$ cat src/hw/zx_pkg.sv
/*
 * Shared widths, I/O port numbers and the ATM page word for the paging core.
 * Imported by every RTL block that needs them.
 */

package zx_pkg;

	// memory windows and address widths
	localparam int WIN_N    = 4;
	localparam int WIN_AW   = 14;
	localparam int PHYS_AW  = 21;
	localparam int RAM_PG_W = 7;
	localparam int ROM_PG_W = 5;

	// low byte of decoded I/O ports
	localparam logic [7:0] PORT_ATM_PAGE = 8'hF7;
	localparam logic [7:0] PORT_ATM_CTRL = 8'h77;
	localparam logic [7:0] PORT_PAGE_RB  = 8'hBE;
	localparam logic [7:0] PORT_BORDER   = 8'hFE;

	////////////////////////////////////////////////////////////////////////////
	// ATM window page word
	// top bit selects how the rest of the byte is read
	////////////////////////////////////////////////////////////////////////////
	typedef union packed {
		struct packed {
			logic                sel_ram;
			logic [RAM_PG_W-1:0] ram_pg;
		} ram;
		struct packed {
			logic                sel_ram;
			logic                spare;
			// page bit 1 follows the DOS signal
			logic                dos_bank;
			logic [ROM_PG_W-1:0] rom_pg;
		} rom;
	} pg_word_t;

endpackage
$ cat src/hw/zx_mem_top.sv
/*
 * Top of the Z80 paging core. Connects the bus FSM, port registers, ATM
 * pager, address translator and DOS trap.
 */

`timescale 1ns/1ps

module zx_mem_top import zx_pkg::*; #(
	parameter logic [7:0] DOS_TRAP_HI = 8'h3D
) (
	input  logic               fclk,
	input  logic               rst_n,
	// cpu requests
	input  logic               req_valid,
	output logic               req_ready,
	input  logic [15:0]        req_addr,
	input  logic [7:0]         req_wdata,
	input  logic               req_write,
	input  logic               req_io,
	input  logic               req_m1,
	output logic               rsp_valid,
	input  logic               rsp_ready,
	output logic [7:0]         rsp_rdata,
	// physical memory
	output logic               mem_valid,
	input  logic               mem_ready,
	output logic [PHYS_AW-1:0] mem_addr,
	output logic               mem_rom,
	output logic               mem_write,
	output logic [7:0]         mem_wdata,
	input  logic [7:0]         mem_rdata,
	// status
	output logic [2:0]         border,
	output logic               beep,
	output logic               dos
);

	pg_word_t [WIN_N-1:0]     page_words;
	logic [WIN_N-1:0]         wrdis_mask;
	logic                     pager_en;
	logic [PHYS_AW-1:0]       xl_addr;
	logic                     xl_rom;
	logic                     xl_wrdis;
	logic [15:0]              cur_addr;
	logic                     wr_7ffd;
	logic                     wr_fe;
	logic                     wr_page;
	logic                     wr_ctrl;
	logic [$clog2(WIN_N)-1:0] win_sel;
	logic [7:0]               wdata;
	logic                     fetch;
	logic [2:0]               ram_bank;
	logic                     rom_sel;

	zbus_ctrl bus_i (
		.fclk(fclk), .rst_n(rst_n),
		.req_valid(req_valid), .req_ready(req_ready), .req_addr(req_addr),
		.req_wdata(req_wdata), .req_write(req_write), .req_io(req_io), .req_m1(req_m1),
		.rsp_valid(rsp_valid), .rsp_ready(rsp_ready), .rsp_rdata(rsp_rdata),
		.mem_valid(mem_valid), .mem_ready(mem_ready), .mem_addr(mem_addr),
		.mem_rom(mem_rom), .mem_write(mem_write), .mem_wdata(mem_wdata),
		.mem_rdata(mem_rdata), .page_words(page_words),
		.xl_addr(xl_addr), .xl_rom(xl_rom), .xl_wrdis(xl_wrdis), .cur_addr(cur_addr),
		.wr_7ffd(wr_7ffd), .wr_fe(wr_fe), .wr_page(wr_page), .wr_ctrl(wr_ctrl),
		.win_sel(win_sel), .wdata(wdata), .fetch(fetch)
	);

	zport_regs ports_i (
		.fclk(fclk), .rst_n(rst_n), .wr_7ffd(wr_7ffd), .wr_fe(wr_fe), .wdata(wdata),
		.ram_bank(ram_bank), .rom_sel(rom_sel), .border(border), .beep(beep)
	);

	atm_pager pager_i (
		.fclk(fclk), .rst_n(rst_n), .wr_page(wr_page), .wr_ctrl(wr_ctrl),
		.win_sel(win_sel), .wdata(wdata), .page_words(page_words),
		.wrdis_mask(wrdis_mask), .pager_en(pager_en)
	);

	mem_xlat xlat_i (
		.cur_addr(cur_addr), .page_words(page_words), .wrdis_mask(wrdis_mask),
		.pager_en(pager_en), .ram_bank(ram_bank), .rom_sel(rom_sel), .dos(dos),
		.xl_addr(xl_addr), .xl_rom(xl_rom), .xl_wrdis(xl_wrdis)
	);

	dos_trap #(
		.DOS_TRAP_HI(DOS_TRAP_HI)
	) dos_i (
		.fclk(fclk), .rst_n(rst_n), .fetch(fetch), .cur_addr(cur_addr),
		.xl_rom(xl_rom), .rom_sel(rom_sel), .dos(dos)
	);

endmodule

$ cat src/hw/dos_trap.sv
/*
 * DOS ROM signal, switched by M1 fetches: on at the trap page inside the
 * BASIC48 ROM, off at any fetch from RAM.
 */

`timescale 1ns/1ps

module dos_trap #(
	parameter logic [7:0] DOS_TRAP_HI = 8'h3D
) (
	input  logic        fclk,
	input  logic        rst_n,
	input  logic        fetch,
	input  logic [15:0] cur_addr,
	input  logic        xl_rom,
	input  logic        rom_sel,
	output logic        dos
);

	logic trap_hit;

	// trap page only counts in the 48K ROM
	assign trap_hit = (cur_addr[15:8] == DOS_TRAP_HI) && xl_rom && rom_sel;

	always_ff @(posedge fclk)
	begin
		if (!rst_n)
			dos <= 1'b0;
		else if (fetch)
		begin
			if (trap_hit)
				dos <= 1'b1;
			else if (!xl_rom)
				dos <= 1'b0;
		end
	end

endmodule

$ cat src/hw/mem_xlat.sv
/*
 * Combinational address translation: picks the window from a[15:14] and
 * builds the physical ROM or RAM address in Pentagon or ATM mode.
 */

`timescale 1ns/1ps

module mem_xlat import zx_pkg::*; (
	input  logic [15:0]          cur_addr,
	input  pg_word_t [WIN_N-1:0] page_words,
	input  logic [WIN_N-1:0]     wrdis_mask,
	input  logic                 pager_en,
	input  logic [2:0]           ram_bank,
	input  logic                 rom_sel,
	input  logic                 dos,
	output logic [PHYS_AW-1:0]   xl_addr,
	output logic                 xl_rom,
	output logic                 xl_wrdis
);

	logic [$clog2(WIN_N)-1:0] win;
	pg_word_t                 pw;
	logic [ROM_PG_W-1:0]      rom_pg;
	logic [RAM_PG_W-1:0]      pg;

	assign win = cur_addr[15:14];
	assign pw  = page_words[win];

	always_comb
	begin
		rom_pg = '0;
		pg     = '0;
		xl_rom = 1'b0;
		if (!pager_en)
		begin
			// pentagon map: rom, 5, 2, bank
			case (win)
				2'd0:
				begin
					xl_rom = 1'b1;
					rom_pg = {{(ROM_PG_W-2){1'b0}}, ~dos, rom_sel};
				end
				2'd1: pg = RAM_PG_W'(5);
				2'd2: pg = RAM_PG_W'(2);
				default: pg = {{(RAM_PG_W-3){1'b0}}, ram_bank};
			endcase
		end
		else if (pw.ram.sel_ram)
			pg = pw.ram.ram_pg;
		else
		begin
			xl_rom = 1'b1;
			rom_pg = pw.rom.rom_pg;
			if (pw.rom.dos_bank)
				rom_pg[1] = ~dos;
		end
		if (xl_rom)
			pg = {{(RAM_PG_W-ROM_PG_W){1'b0}}, rom_pg};
	end

	assign xl_addr  = {pg, cur_addr[WIN_AW-1:0]};
	assign xl_wrdis = wrdis_mask[win] | xl_rom;

endmodule

$ cat src/hw/atm_pager.sv
/*
 * ATM pager state: one page word per 16 KB window from port F7, plus the
 * write-protect mask and pager enable from port 77.
 */

`timescale 1ns/1ps

module atm_pager import zx_pkg::*; (
	input  logic                     fclk,
	input  logic                     rst_n,
	input  logic                     wr_page,
	input  logic                     wr_ctrl,
	input  logic [$clog2(WIN_N)-1:0] win_sel,
	input  logic [7:0]               wdata,
	output pg_word_t [WIN_N-1:0]     page_words,
	output logic [WIN_N-1:0]         wrdis_mask,
	output logic                     pager_en
);

	////////////////////////////////////////////////////////////////////////////
	// page words
	////////////////////////////////////////////////////////////////////////////
	always_ff @(posedge fclk)
	begin
		if (!rst_n)
			page_words <= '0;
		else if (wr_page)
			page_words[win_sel] <= pg_word_t'(wdata);
	end

	// control port
	always_ff @(posedge fclk)
	begin
		if (!rst_n)
		begin
			wrdis_mask <= '0;
			pager_en   <= 1'b0;
		end
		else if (wr_ctrl)
		begin
			wrdis_mask <= wdata[WIN_N-1:0];
			pager_en   <= wdata[4];
		end
	end

	// both strobes come from one port decode
	a_one_strobe: assert property (@(posedge fclk) disable iff (!rst_n)
		!(wr_page && wr_ctrl));

endmodule

$ cat src/hw/zport_regs.sv
/*
 * Pentagon 7FFD paging register with its lock bit, and the FE border/beeper
 * register. Written by strobes from the bus controller.
 */

`timescale 1ns/1ps

module zport_regs (
	input  logic       fclk,
	input  logic       rst_n,
	input  logic       wr_7ffd,
	input  logic       wr_fe,
	input  logic [7:0] wdata,
	output logic [2:0] ram_bank,
	output logic       rom_sel,
	output logic [2:0] border,
	output logic       beep
);

	// bits 2..0 bank, 3 screen, 4 rom, 5 lock
	logic [5:0] p7ffd;
	logic       locked;

	assign locked   = p7ffd[5];
	assign ram_bank = p7ffd[2:0];
	assign rom_sel  = p7ffd[4];

	////////////////////////////////////////////////////////////////////////////
	// 7FFD
	////////////////////////////////////////////////////////////////////////////
	always_ff @(posedge fclk)
	begin
		if (!rst_n)
			p7ffd <= 6'd0;
		else if (wr_7ffd && !locked)
			p7ffd <= wdata[5:0];
	end

	////////////////////////////////////////////////////////////////////////////
	// FE
	////////////////////////////////////////////////////////////////////////////
	always_ff @(posedge fclk)
	begin
		if (!rst_n)
		begin
			border <= 3'd0;
			beep   <= 1'b0;
		end
		else if (wr_fe)
		begin
			border <= wdata[2:0];
			// tape out bit 3 is not used here
			beep   <= wdata[4];
		end
	end

endmodule

$ cat src/hw/zbus_ctrl.sv
/*
 * CPU bus control FSM: accepts requests, decodes port writes into strobes,
 * runs the memory handshake and returns one response per request.
 */

`timescale 1ns/1ps

module zbus_ctrl import zx_pkg::*; (
	input  logic                       fclk,
	input  logic                       rst_n,
	input  logic                       req_valid,
	output logic                       req_ready,
	input  logic [15:0]                req_addr,
	input  logic [7:0]                 req_wdata,
	input  logic                       req_write,
	input  logic                       req_io,
	input  logic                       req_m1,
	output logic                       rsp_valid,
	input  logic                       rsp_ready,
	output logic [7:0]                 rsp_rdata,
	output logic                       mem_valid,
	input  logic                       mem_ready,
	output logic [PHYS_AW-1:0]         mem_addr,
	output logic                       mem_rom,
	output logic                       mem_write,
	output logic [7:0]                 mem_wdata,
	input  logic [7:0]                 mem_rdata,
	input  pg_word_t [WIN_N-1:0]       page_words,
	input  logic [PHYS_AW-1:0]         xl_addr,
	input  logic                       xl_rom,
	input  logic                       xl_wrdis,
	output logic [15:0]                cur_addr,
	output logic                       wr_7ffd,
	output logic                       wr_fe,
	output logic                       wr_page,
	output logic                       wr_ctrl,
	output logic [$clog2(WIN_N)-1:0]   win_sel,
	output logic [7:0]                 wdata,
	output logic                       fetch
);

	localparam logic [1:0] S_IDLE = 2'd0;
	localparam logic [1:0] S_MEM  = 2'd1;
	localparam logic [1:0] S_RSP  = 2'd2;

	logic [1:0]  state;
	logic [15:0] addr_q;
	logic        accept;
	logic        io_wr;
	logic [7:0]  io_rdata;

	assign req_ready = (state == S_IDLE);
	assign mem_valid = (state == S_MEM);
	assign rsp_valid = (state == S_RSP);

	assign accept = req_valid && req_ready;
	assign io_wr  = accept && req_io && req_write;

	// translate the live request while idle, the held one afterwards
	assign cur_addr = req_ready ? req_addr : addr_q;

	////////////////////////////////////////////////////////////////////////////
	// port decode
	////////////////////////////////////////////////////////////////////////////
	assign wr_7ffd = io_wr && !req_addr[15] && !req_addr[1];
	assign wr_fe   = io_wr && (req_addr[7:0] == PORT_BORDER);
	assign wr_page = io_wr && (req_addr[7:0] == PORT_ATM_PAGE);
	assign wr_ctrl = io_wr && (req_addr[7:0] == PORT_ATM_CTRL);
	assign win_sel = req_addr[15:14];
	assign wdata   = req_wdata;
	assign fetch   = accept && !req_io && req_m1;

	// BE readback is inverted, a[9:8] picks the window
	always_comb
	begin
		if (req_addr[7:0] == PORT_PAGE_RB)
			io_rdata = ~page_words[req_addr[9:8]];
		else
			io_rdata = 8'hFF;
	end

	always_ff @(posedge fclk)
	begin
		if (!rst_n)
			state <= S_IDLE;
		else
		begin
			case (state)
				S_IDLE:
					if (req_valid)
					begin
						// protected writes skip the memory side
						if (req_io || (req_write && xl_wrdis))
							state <= S_RSP;
						else
							state <= S_MEM;
					end
				S_MEM:
					if (mem_ready)
						state <= S_RSP;
				S_RSP:
					if (rsp_ready)
						state <= S_IDLE;
				default:
					state <= S_IDLE;
			endcase
		end
	end

	// request payload, captured at acceptance
	always_ff @(posedge fclk)
	begin
		if (accept)
		begin
			addr_q    <= req_addr;
			mem_addr  <= xl_addr;
			mem_rom   <= xl_rom;
			mem_write <= req_write;
			mem_wdata <= req_wdata;
		end
		if (accept && req_io)
			rsp_rdata <= io_rdata;
		else if (mem_valid && mem_ready)
			rsp_rdata <= mem_rdata;
	end

	a_rsp_hold: assert property (@(posedge fclk) disable iff (!rst_n)
		rsp_valid && !rsp_ready |=> rsp_valid && $stable(rsp_rdata));

	// write protect comes from the translator
	a_no_prot_wr: assert property (@(posedge fclk) disable iff (!rst_n)
		$rose(mem_valid) |-> !(mem_write && xl_wrdis));

endmodule

$ cat config.mk
export PLATFORM = sky130hd
export DESIGN_NAME = zx_mem_top
export DESIGN_NICKNAME = d
export VERILOG_FILES = /design/src/hw/zx_pkg.sv /design/src/hw/zx_mem_top.sv /design/src/hw/dos_trap.sv /design/src/hw/mem_xlat.sv /design/src/hw/atm_pager.sv /design/src/hw/zport_regs.sv /design/src/hw/zbus_ctrl.sv
export SDC_FILE = /design/constraint.sdc
export NUM_CORES = 1
export LEC_CHECK = 0
export BUFFER_PORTS_ARGS = -buffer_cell sky130_fd_sc_hd__buf_2
export CAP_MARGIN = 20
export CORE_ASPECT_RATIO = 0.5
export CORE_UTILIZATION = 40
export CTS_CLUSTER_DIAMETER = 100
export DETAILED_ROUTE_END_ITERATION = 7
export PLACE_DENSITY_LB_ADDON = 0.05
export RECOVER_POWER = 25
export SETUP_SLACK_MARGIN = 0.15
export SYNTH_ARGS = -nofsm -noshare
export SYNTH_HDL_FRONTEND = slang
export SYNTH_HIERARCHICAL = 1
export SYNTH_SLANG_ARGS = --single-unit
$ cat constraint.sdc
create_clock -name fclk -period 2.9 [get_ports fclk]
set_input_delay 0.145 -clock fclk [delete_from_list [all_inputs] [get_ports fclk]]
set_output_delay 0.145 -clock fclk [all_outputs]
set_load 0.01 [all_outputs]
======== After elaboration in Yosys (flattened, before gate mapping) ========
Index checks and enable logic that the tools add are counted.
word-level totals
  register bits ........................... 105
  input port bits ......................... 40
  output and inout port bits .............. 47
  word-level logic and storage cells ...... 95
operators by class
  order comparisons ....................... 4
  equal/unequal tests ..................... 13
  mux-type cells .......................... 31
  bitwise operators ....................... 3
  reduce and logical (&&, ||, !) cells .... 26
operators with widths
  kind                number
  $mux 8              6
  $bmux 8 s2          2
  $bwmux 32           1
  $eq 8x8->1 const B  3
  $demux 8 s2         1
  $logic_and 1x1->1   16
  $mux 16             1
  $mux 5              3
  $mux 7              2
  $mux 2              5
  $lt 2x3->1 const B  3
  $pmux 3 s3          1
  $eq 8x6->1 const B  1
  $eq 8x7->1 const B  1
  $not 8->8           1
  $mux 1              7
  $pmux 2 s3          1
  $eq 2x1->1 const B  2
  $eq 2x2->1 const B  2
  $logic_not 1->1     4
  $logic_not 2->1     2
  $ne 2x1->1 const B  2
  $ne 2x2->1 const B  2
  $reduce_and 3->1    1
  7 further kinds     7

======== Logic depth before layout (Yosys ltp) ========
  depth in word-level cells ............... 12
  mapped depth ............................ 11
  depth with buffers taken out ............ 8

======== Modules after synthesis ========
Netlist, hierarchy kept.
by module, submodules not included
  module      instances  cells each  area an instance (µm²)  seq. area each (µm²)
  zbus_ctrl   1          139         2464.9                  1691.6
  atm_pager   1          132         1368.8                  740.7
  mem_xlat    1          48          467.9                   0.0
  zport_regs  1          38          386.6                   180.2
  dos_trap    1          6           56.3                    20.0

======== Worst setup path after synthesis ========
OpenSTA, ideal clock, no wires.
  path type ............................... flip-flop to flip-flop
  start point ............................. register bus_i.state[1]
  end point ............................... register dos_i.dos
  library setup time ...................... 0.058 ns
  arrival ................................. 2.569 ns
  data required time ...................... 2.842 ns
  path slack .............................. 0.272 ns
  cell stages (with the launch flop) ...... 7
  buffers on the path ..................... 0
  clock period less this slack ............ 2.628 ns
  path through ............................ dfxtp_1 -> nor2_4 -> and2_1 -> and3b_1 -> nand4_1 -> nor4_1 -> o221a_2
between the ends
  elaborated cells on any way between the ends .. 17
  classes of those cells .................. eq/ne: 2; mux: 7; reduce/logical: 8
RTL lines
  item                             line              RTL
  start, declared                  zbus_ctrl.sv:46   logic [1:0] state;
  start signal, assigned           zbus_ctrl.sv:85   state <= S_IDLE;
  start signal, assigned           zbus_ctrl.sv:94   state <= S_RSP;
  start signal, assigned           zbus_ctrl.sv:96   state <= S_MEM;
  $logic_not 2->1                  zbus_ctrl.sv:52   assign req_ready = (state == S_IDLE);
  $logic_and 1x1->1                zbus_ctrl.sv:56   assign accept = req_valid && req_ready;
  net bus_i.accept                 zbus_ctrl.sv:48   logic accept;
  $logic_and 1x1->1 (2 in series)  zbus_ctrl.sv:71   assign fetch = accept && !req_io && req_m1;
  net fetch                        zx_mem_top.sv:51  logic fetch;
  $reduce_and 2->1 (no line)       --
  end signal, assigned             dos_trap.sv:28    dos <= 1'b0;
  end signal, assigned             dos_trap.sv:32    dos <= 1'b1;
  end signal, assigned             dos_trap.sv:34    dos <= 1'b0;
  end, declared                    dos_trap.sv:17    output logic dos
The timed path passes the listed nets, and every way through them passes these cells. The select of a mux whose other input is x is not followed.
A chain may end at the register's enable or synchronous reset.

======== Final worst setup path ========
  start point ............................. register bus_i.state[1]
  end point ............................... register bus_i.state[1]
between the ends
  word-level cells in the longest chain between the ends .. 12
  elaborated cells on any way between the ends .. 22
  classes of those cells .................. eq/ne: 5; mux: 11; bitwise: 1; reduce/logical: 5
RTL lines
  item                          line              RTL
  $logic_not 2->1 *             zbus_ctrl.sv:52
  $mux 16 *                     zbus_ctrl.sv:60   assign cur_addr = req_ready ? req_addr : addr_q;
  net cur_addr[14]              zx_mem_top.sv:44  logic [15:0] cur_addr;
  $bmux 8 s2                    mem_xlat.sv:27    assign pw = page_words[win];
  $mux 8 (implied by the code)  mem_xlat.sv:27
  $mux 1                        mem_xlat.sv:48    else if (pw.ram.sel_ram)
  $mux 1 *                      mem_xlat.sv:34    if (!pager_en)
  net xl_rom                    zx_mem_top.sv:42  logic xl_rom;
  $or 1x1->1 *                  mem_xlat.sv:62    assign xl_wrdis = wrdis_mask[win] | xl_rom;
  net xl_wrdis                  zx_mem_top.sv:43  logic xl_wrdis;
  $logic_and 1x1->1 *           zbus_ctrl.sv:93   if (req_io || (req_write && xl_wrdis))
  $logic_or 1x1->1 *            zbus_ctrl.sv:93
  $mux 2 *                      zbus_ctrl.sv:93
  $mux 2 *                      zbus_ctrl.sv:90   if (req_valid)
  $pmux 2 s3 *                  zbus_ctrl.sv:88   case (state)
The timed path passes the listed nets; every way through them passes the cells marked *. The select of a mux whose other input is x is not followed.

==> results.json <==
{
  "cts_resized": 0,
  "p_per_area_nw_per_um2": 582,
  "min_to": "bus_i/addr_q[5]",
  "drc_errors": 0,
  "netSwitchingFraction_pct": 24.6,
  "ys_seq_area_share_pct": 55.5,
  "hold_depth": 1,
  "max_cap_viol_count": 0,
  "crit_required_ns": 3.18,
  "seq_power_share_pct": 53.1,
  "skew_ns": 0.00606,
  "grt_pass1_vias": 2939,
  "core_area_sq_um": 11300,
  "syn_area_per_cell_sq_um": 13.1,
  "ys_ff_latch": 104,
  "synth_cell_type_count": 49,
  "postCtsSetupBuffers": 0,
  "die_y_um": 79.0,
  "cts.path.max_buffers": 2,
  "clock_latency_ns": 0.34,
  "rows": 27,
  "dp_hpwl_um": 7750,
  "yosys_warnings": 6,
  "syn_area_sq_um": 4740,
  "globalplace.congestion": 0.782,
  "setup_viol": 0,
  "port_buffers": 86,
  "min_period_ns": 2.49,
  "power.combinational.fraction_pct": 10.2,
  "period_share_pct": 86.0,
  "worst_setup_path_end_kind": "flip-flop",
  "grt_pass1_wl_um": 16200,
  "ir_worst_vdd_v": 0.000246,
  "die_x_um": 156,
  "synthToLayoutAreaGrowth_pct": 12.9,
  "dr.pass1.iters": 4,
  "max_freq_mhz": 401,
  "clkSinkCount": 104,
  "cts-root-buf": "clkbuf_16",
  "nNetsFinal": 463,
  "tightest_slew_ns": 1.02,
  "r2r_start": "bus_i/state[1]",
  "internal-power_w": 0.00235,
  "slew_violations": 0,
  "start_util_pct": 42.0,
  "p_total_w": 0.00312,
  "outcome": "complete, no violations",
  "path_max_fanout": 9,
  "path_class": "flip-flop to flip-flop",
  "avgRoutedWirePerCell_um": 18.1,
  "rr_endpoint": "bus_i/state[1]",
  "antenna_left": 0,
  "via_per_inst": 5.11,
  "rsz0062_at_grt": "false",
  "grt_max_degree": 62,
  "synth_cells": 363,
  "grt_use_total_pct": 18.0,
  "synthesis.nets": 403,
  "clkPwrFrac_pct": 36.6,
  "overflow": 0,
  "n_antenna_cell": 0,
  "drt_wl_total_um": 10600,
  "hold_class": "input port to flip-flop",
  "io_pins": 87,
  "power_leakage_nw": 2.10,
  "slew_headroom_pct": 32.3,
  "hold_viol": 0,
  "ys.flop_type": "edfxtp_1",
  "worst_r2r_path_depth": 8,
  "path_clk_slew_ns": 0.07,
  "die_area_sq_um": 12300,
  "cts_htree_levels": 3,
  "vias": 3002,
  "cts_tree": "yes",
  "crit_arrival_ns": 2.77,
  "synth_edf_count": 55,
  "synthArstFlopShare_pct": 0,
  "min-delay-start": "req_addr[5]",
  "ctsHoldBuffers": 5,
  "antenna_found_initial": 0,
  "drive_gt1_share_pct": 22.2,
  "numCtsBuffers": 9,
  "r2r_setup_slack_ns": 0.41,
  "setup-tns-final_ns": 0,
  "crit_path_start_kind": "flip-flop",
  "drtIter0Drc": 138,
  "power.switching_w": 0.000767
}
## layer usage
layer / up-vias / share of wire (%) / global-route usage [%] / routed length (um)
li1: 1416 / - / - / -
met1: 1513 / 50 / 24.3 / 5270
met2: 63 / 45 / 28.6 / 4840
met3: 10 / 4.1 / 4.80 / 437
met4: 0 / 0.84 / 5.20 / 89
met5: - / 0 / 0 / 0
## critical path, cell delays in order, from the launching register on
cell	delay, ns
dfxtp_1	0.37
nor2_4	0.15
mux2_1	0.48
mux4_2	0.54
o21ai_0	0.33
or2_1	0.17
a21oi_1	0.07
nand3b_1	0.17
a21boi_1	0.14
## cells in the mapped netlist (all sizes together), types with 3 or more instances
cell / number / share of area [%]
a21oi: 10 / 1.7
and2: 3 / 0.40
and3: 3 / 0.40
buf: 43 / 6.6
clkbuf: 5 / 0.42
dfxtp: 49 / 21
edfxtp: 55 / 35
inv: 5 / 0.40
mux2: 16 / 3.8
mux2i: 45 / 9.5
mux4: 17 / 8.3
nand2: 53 / 4.2
nand3b: 4 / 0.63
nor2: 10 / 0.95
nor2b: 15 / 2.1
o21ai: 4 / 0.42
## cells in the final DEF, fill, tap and decap left out, types with 2 or more instances in the layout
cell type,instances
and2_1,2
a21oi_2,8
and3_1,3
mux2_1,11
mux4_2,14
nand3b_1,4
edfxtp_1,55
nor2_1,9
inv_1,5
a21oi_1,2
mux2_2,5
clkbuf_1,47
dlygate4sd3_1,5
mux4_1,3
buf_4,6
clkinv_4,5
nor2b_1,14
o21ai_0,4
nor3_1,2
nand4b_1,2
dfxtp_1,49
buf_2,38
clkbuf_16,9
nand2_1,53
mux2i_1,45
## layout make-up
| cell class | instances | area [sq um] |
|---|---|---|
| clock buffer | 9 | 225 |
| clock inverter | 7 | 57.6 |
| fill | 1076 | 5920 |
| inverter | 5 | 18.8 |
| multi-input combinational | 206 | 1760 |
| sequential | 104 | 2630 |
| tap | 159 | 199 |
| timing repair buffer | 97 | 467 |
## worst max-delay path by stage
stage	from	end	slack, ns	cells after the start
global placement	bus_i/state[1]	bus_i/mem_addr[15]	0.52	6
global route	bus_i/state[1]	bus_i/state[1]	0.27	8
detailed placement	bus_i/state[1]	bus_i/state[1]	0.41	8
CTS	bus_i/state[1]	bus_i/state[1]	0.40	8
finish	bus_i/state[1]	bus_i/state[1]	0.41	8
floorplan	bus_i/state[1]	dos_i/dos	0.27	6
## cell families after synthesis
family	count (synthesis)	share of synthesized area (%)
compound gates	22	3.53
buf+inv	53	7.46
simple gates	106	11.9
mux	78	21.6
flops	104	55.5
## state kept, by name, summed over array words and instances, names as in the netlist, 2 cells and up
register and cells:
ports_i/border 3, bus_i/addr_q 16, pager_i/page_words 32, pager_i/wrdis_mask 4
bus_i/mem_addr 21, bus_i/rsp_rdata 8, ports_i/p7ffd 5, bus_i/mem_wdata 8
bus_i/state 2
## stage by stage
step	cell area [sq um]	hold WS [ns]	utilization [%]	setup slack, ns	instances
final	5360	0.0641	47.5	0.405	587
after floorplan	4740	0.244	-	0.272	363
after global routing	5360	0.0635	47.5	0.269	587
after global placement	5080	0.337	45.1	0.517	566
after detailed placement	5080	0.340	45.1	0.408	566
after CTS	5420	0.00230	48.0	0.397	587
## power by group through the flow
stage | logic [W] | clock network (W) | registers (W)
floorplan | 0.000209 | 0 | 0.00172
global placement | 0.000323 | 0 | 0.00169
detailed placement | 0.000329 | 0 | 0.00169
CTS | 0.000335 | 0.00118 | 0.00166
global route | 0.000346 | 0.00124 | 0.00166
finish | 0.000319 | 0.00114 | 0.00165
(Power assumes the default switching activity.)
